<file path="config.mk">
export PLATFORM = sky130hd
export DESIGN_NAME = backing_arbiter
export DESIGN_NICKNAME = d
export VERILOG_FILES = /design/src/dcache_pkg.sv /design/src/backing_arbiter.sv
export SDC_FILE = /design/constraint.sdc
export NUM_CORES = 1
export LEC_CHECK = 0
export BUFFER_PORTS_ARGS = -buffer_cell sky130_fd_sc_hd__buf_2
export CAP_MARGIN = 20
export CORE_AREA = 2 2 169 171
export CTS_BUF_LIST = sky130_fd_sc_hd__clkbuf_8
export DETAILED_ROUTE_END_ITERATION = 16
export DIE_AREA = 0 0 171 173
export GPL_TIMING_DRIVEN = 0
export PLACE_DENSITY = 0.35
export SETUP_SLACK_MARGIN = 0.05
export SLEW_MARGIN = 20
export SYNTH_ARGS = -nofsm -noshare
export SYNTH_HDL_FRONTEND = slang
export SYNTH_SLANG_ARGS = --single-unit
</file>
<file path="constraint.sdc">
create_clock -name clk -period 1.5 [get_ports clk]
set_input_delay 0.225 -clock clk [delete_from_list [all_inputs] [get_ports clk]]
set_output_delay 0.225 -clock clk [all_outputs]
set_load 0.1 [all_outputs]
</file>
<file path="src/dcache_pkg.sv">
`default_nettype none

package dcache_pkg;

    // ------------------------------------------------------------------------
    // cache geometry
    // ------------------------------------------------------------------------

    // word and address width
    localparam int data_w     = 32;
    // words per line, lines per cache
    localparam int line_words = 8;
    localparam int lines      = 16;
    // derived field widths
    localparam int offset_w   = $clog2(line_words);
    localparam int index_w    = $clog2(lines);
    localparam int tag_w      = data_w - index_w - offset_w - 2;

    // ------------------------------------------------------------------------
    // address word
    // ------------------------------------------------------------------------

    // lookup view, msb first
    typedef struct packed {
        logic [tag_w-1:0]    tag;
        logic [index_w-1:0]  index;
        logic [offset_w-1:0] offset;
        logic [1:0]          byte_sel;
    } addr_fields_t;

    // same 32 bits, plain byte address or split fields
    typedef union packed {
        logic [data_w-1:0] word;
        addr_fields_t      f;
    } addr_t;

endpackage

`default_nettype wire

</file>
<file path="src/backing_arbiter.sv">
`timescale 1ns/1ps
`default_nettype none

module backing_arbiter
    import dcache_pkg::*;
(
    input  logic              clk,
    input  logic              rst_n,
    // cache 0 line traffic
    input  logic              back_req_0,
    input  logic              back_wr_0,
    input  logic              back_last_0,
    input  addr_t             back_addr_0,
    input  logic [data_w-1:0] back_wdata_0,
    output logic              back_gnt_0,
    output logic [data_w-1:0] back_rdata_0,
    // cache 1 line traffic
    input  logic              back_req_1,
    input  logic              back_wr_1,
    input  logic              back_last_1,
    input  addr_t             back_addr_1,
    input  logic [data_w-1:0] back_wdata_1,
    output logic              back_gnt_1,
    output logic [data_w-1:0] back_rdata_1,
    // store notices and invalidations
    input  logic              store_done_0,
    input  addr_t             store_addr_0,
    input  logic              store_done_1,
    input  addr_t             store_addr_1,
    output logic              snoop_inv_0,
    output addr_t             snoop_addr_0,
    output logic              snoop_inv_1,
    output addr_t             snoop_addr_1,
    // backing memory
    output logic              mem_en,
    output logic              mem_wr,
    output addr_t             mem_addr,
    output logic [data_w-1:0] mem_wdata,
    input  logic [data_w-1:0] mem_rdata
);

    // 1 while cache 1 holds the bus
    logic owner;
    // 1 favours cache 1 on a tie
    logic prio;
    logic owner_last;

    assign owner      = back_gnt_1;
    assign owner_last = owner ? back_last_1 : back_last_0;

    // ------------------------------------------------------------------------
    // grant, held until the owner flags its last word
    // ------------------------------------------------------------------------

    always_ff @(posedge clk or negedge rst_n) begin
        if (!rst_n) begin
            back_gnt_0  <= 1'b0;
            back_gnt_1  <= 1'b0;
            prio        <= 1'b0;
            snoop_inv_0 <= 1'b0;
            snoop_inv_1 <= 1'b0;
        end else begin
            if (back_gnt_0 || back_gnt_1) begin
                if (owner_last) begin
                    back_gnt_0 <= 1'b0;
                    back_gnt_1 <= 1'b0;
                    // other side wins the next tie
                    prio       <= !owner;
                end
            end else if (back_req_0 && (!back_req_1 || !prio)) begin
                back_gnt_0 <= 1'b1;
            end else if (back_req_1) begin
                back_gnt_1 <= 1'b1;
            end
            // store on one side invalidates the other
            snoop_inv_0 <= store_done_1;
            snoop_inv_1 <= store_done_0;
        end
    end

    always_ff @(posedge clk) begin
        snoop_addr_0 <= store_addr_1;
        snoop_addr_1 <= store_addr_0;
    end

    // ------------------------------------------------------------------------
    // owner's words onto the memory
    // ------------------------------------------------------------------------

    assign mem_en    = (back_gnt_0 && back_req_0) || (back_gnt_1 && back_req_1);
    assign mem_wr    = owner ? back_wr_1 : back_wr_0;
    assign mem_addr  = owner ? back_addr_1 : back_addr_0;
    assign mem_wdata = owner ? back_wdata_1 : back_wdata_0;

    // last word returns after the grant drops, so both see the data
    assign back_rdata_0 = mem_rdata;
    assign back_rdata_1 = mem_rdata;

endmodule

`default_nettype wire

</file>
# [Word level (Yosys, flattened, before mapping)]
# Cells that the tools add are included.
[classes] eq_ne=2 n_mux=10 n_reduce_logical=14
[op_table] cell="$mux 32" n=2
[op_table] cell="$mux 1" n=8
[op_table] cell="$ne 2x2->1 const B" n=2
[op_table] cell="$reduce_and 2->1" n=2
[op_table] cell="$reduce_bool 2->1" n=2
[op_table] cell="$logic_and 1x1->1" n=3
[op_table] cell="$logic_not 1->1" n=3
[op_table] cell="$logic_or 1x1->1" n=3
[op_table] cell="$reduce_and 3->1" n=1
[totals] register_bits=69 in_bits=234 out_inout_bits=198 elab_cells=33

# [Longest topological paths before layout]
[logic_depth] word_depth=5 mapped_depth=4 ltp_nobuf=2

# [Least setup slack after synthesis]
# OpenSTA, ideal clock, no wires.
[synth_timing] path_kind="reg2out" startpoint="register back_gnt_1" endpoint="output port mem_en" t_arrival_ns=2.082 required_ns=1.275 slack_ns=-0.807 stages_incl_launch_ff=4 path_buffers=2 cell_sequence="dfrtp_1 > buf_6 > clkbuf_8 > a22o_1"
[synth_via] elab_chain_len=2
[synth_rtl] element="start, declared" line="backing_arbiter.sv:23" rtl="output logic back_gnt_1,"
[synth_rtl] element="start signal, assigned" line="backing_arbiter.sv:58" rtl="back_gnt_1 <= 1'b0;"
[synth_rtl] element="start signal, assigned" line="backing_arbiter.sv:66" rtl="back_gnt_1 <= 1'b0;"
[synth_rtl] element="start signal, assigned" line="backing_arbiter.sv:73" rtl="back_gnt_1 <= 1'b1;"
[synth_rtl] element="$logic_and 1x1->1" line="backing_arbiter.sv:90" rtl="assign mem_en = (back_gnt_0 && back_req_0) || (back_gnt_1 && back_req_1);"
[synth_rtl] element="$logic_or 1x1->1" line="backing_arbiter.sv:90"
[synth_rtl] element="end, declared" line="backing_arbiter.sv:35" rtl="output logic mem_en,"
# No other way between the ends.

# [Worst setup path after layout]
[layout_timing] startpoint="register back_gnt_1" endpoint="output port mem_wdata[28]"
[layout_via] elab_chain_len=1
[layout_rtl] element="$mux 32" line="backing_arbiter.sv:93" rtl="assign mem_wdata = owner ? back_wdata_1 : back_wdata_0;"
[layout_rtl] element="end, declared" line="backing_arbiter.sv:38" rtl="output logic [data_w-1:0] mem_wdata,"
# No other way between the ends.

==> reports/summary.txt <==
Distinct cells, synth - 18
first-pass GRT wire length - 20300 um
Slowest cell on crit path - dfrtp_4
htree depth - 3
fin crit period - 1920 ps
XOR/XNOR share of the synthesized area - 0
Post-Synthesis Cells - 218
Rows - 61
Die Y - 173 um
period utilization - 1.28
Final WS setup - -422 ps
Top FF cell, synth - dfxtp_1
YS warnings - 0
R2R Setup Slk - 120 ps
Placement Cell Area - 5560 um^2
CP arrival - 1700 ps
Root Driver - clkbuf_8
Die Width - 171 um
first drt pass iteration count - 4
Final Util - 0.274
Top Family by Delay on Critical Path - flip-flops
worst reg2reg startpoint - back_gnt_1
Worst Hold Class - input pin to register
Tightest Pin Transition - 542 ps
element type at the critical path start - register
Slew HR - 0.641
global placement routability congestion - 0.721
Starting Density - 0.102
grt ovf - 0
Syn Std Cell Area - 2820 um^2
Critical Path Fanout Max - 9
Clock transition at path regs - 70 ps
via count of the routed design - 3356
worst-case clock buffer depth - 2
crit path from - back_gnt_1
Final setup violation count - 67
dpl hpwl - 11700 um
Synth-to-Final Area Change - 168%
failing checks - setup timing
Post-synth EDFFs - 0
Critical Path End Type - output pin
Port Buffers - 399
CP Buf/Inv Count - 3
CTS Buf Count - 9
top area cells in the synthesized netlist - dfxtp_1 45%, mux2_2 26%, buf_4 17%
1st-iter DRT viols - 64
status - finished with violations
MaxCap Viol Count - 0
mux share of post-synthesis cell area - 0.260
RSZ-0062 raised after global routing - yes
WHS Endpoint - back_gnt_1
initial antenna violation count - 2
crit path kind - register to output pin
Synth Area in Simple Gates - 0.0107
Final Hold Viols - 0
Avg Inst Size Synth - 12.9 um^2
design area - 7570 um^2
Post-Route WL - 14800 um
reg2reg end - back_gnt_1
Yosys top cell by area - dfxtp_1
full die area - 29600 um^2
Fmax - 520 MHz
largest family of logic cells by synthesized area - multiplexers
adder and majority cell fraction of the synthesized area - 0
share of layout cells above drive strength 1 - 0.797
Power Dens Cells - 1830 nW/um^2
I/O pin cnt - 432
Clock Latency Late Sink - 340 ps
largest net degree at the start of global routing - 13
detailed-route wire length per cell - 13.7 um
compound-cell area share of the yosys netlist - 0.0173
synthesis-stage register bit count - 69
Slew Viols, Final - 0
count leader, synth - mux2_2
most used cell, CP - buf_12
number of routed nets with antenna violations - 0
most frequent cells after synthesis - 65 x mux2_2, 64 x buf_4, 64 x dfxtp_1
ys async rst share - 0.0725
count of nets after finishing - 937
Antenna Cells - 0
net count after synthesis - 452
Lkg Pwr - 3.90 nW
DR vias/cell - 3.09
Seq/Total Area, Yosys - 0.499
CTS tree - yes
Clock Sinks - 69
crit-path cells - buf_12, buf_12, mux2_4, buf_12
min-delay src - back_last_1
DRC errors left - 0
Reg2Reg Depth - 4
Max stage delay on crit path - 510 ps
core area - 27600 um^2
All-Layer GR Usage - 0.0928
top cell type's share of synthesized area - 0.455
Crit path required time - 1270 ps
vias in the first global route - 3544
Peak supply drop - 0.000613 V
Clock Skew - 0.186 ps
hold depth - 2
stage by stage:
step                      hold slack, ps  power [mW]  instances  worst slack [ps]  setup TNS (ps)
after floorplan                    -70.6        8.99        218              -140           -8650
after global placement              57.4        10.1        995              -222          -12130
after detailed placement            60.3        10.1        995              -229          -12420
after CTS                           75.9        13.7       1078              -483          -30340
after global routing                83.7        14.4       1086              -494          -30880
final                                112        13.9       1086              -422          -25740
worst max path at each step:
stage                    end  slack (ps)  cells after the start
3_5_place_dp   mem_wdata[14]        -230                      4
2_1_floorplan   mem_addr[10]        -140                      3
6_report       mem_wdata[28]        -420                      4
4_1_cts        mem_wdata[14]        -480                      4
5_1_grt        mem_wdata[11]        -490                      4
3_3_place_gp   mem_wdata[14]        -220                      4
report_power, final:
part,switching (mW),leakage [nW],internal [mW]
combinational,6.51,3.20,3.80
sequential,0.0726,0.597,1.97
clock,0.739,0.105,0.762
flip-flops by register name, summed over array words and instances, names as in the netlist:
| register | flops |
|---|---|
| snoop_inv_0 | 1 |
| back_gnt_1 | 1 |
| snoop_addr_1 | 32 |
| prio | 1 |
| snoop_addr_0 | 32 |
| snoop_inv_1 | 1 |
| back_gnt_0 | 1 |
layer usage:
layer  wire length (um)  up-vias  track usage
met4                167        2       0.0240
met2               8250      229        0.186
met1               4890     1477       0.0857
li1                   -     1634            -
met5                 16        -            0
met3               1520       14       0.0346
layout by cell type (no fill, tap or decap), types with 3 or more instances in the layout:
| cell | n |
|---|---|
| buf_12 | 69 |
| buf_2 | 331 |
| buf_4 | 68 |
| buf_6 | 4 |
| clkbuf_16 | 6 |
| clkbuf_8 | 9 |
| clkinv_2 | 3 |
| dfrtp_1 | 3 |
| dfxtp_1 | 64 |
| dlygate4sd3_1 | 67 |
| inv_1 | 3 |
| mux2_4 | 65 |
area by class of cell:
type                            instances  area [um^2]
Timing Repair Buffer                  474         3760
Tap cell                              378          473
Multi-Input combinational cell         75         1060
Inverter                                2         7.51
Clock inverter                          7         66.3
Fill cell                            2914        20100
Sequential cell                        69         1410
Buffer                                 72          666
Clock buffer                            9          124
kinds of logic after synthesis:
kind of cell / after synthesis
compound gates: 6
buf+inv: 74
flops: 69
mux: 65
simple gates: 4
worst register-to-register path: cells and delay by family, from the launching register on:
family	cells	cell delay [ps]
buf+inv	2	310
flops	1	510
simple gates	1	380
compound gates	1	100
what timing repair did:
action                                 CTS  global route
setup endpoints to repair               68            68
gates resized for setup                264             9
hold buffers                            67             0
cloned                                   0             5
endpoints found under the hold margin   71             0
buffers inserted                         0             3
No activity file was read; power rests on OpenSTA's default activity.
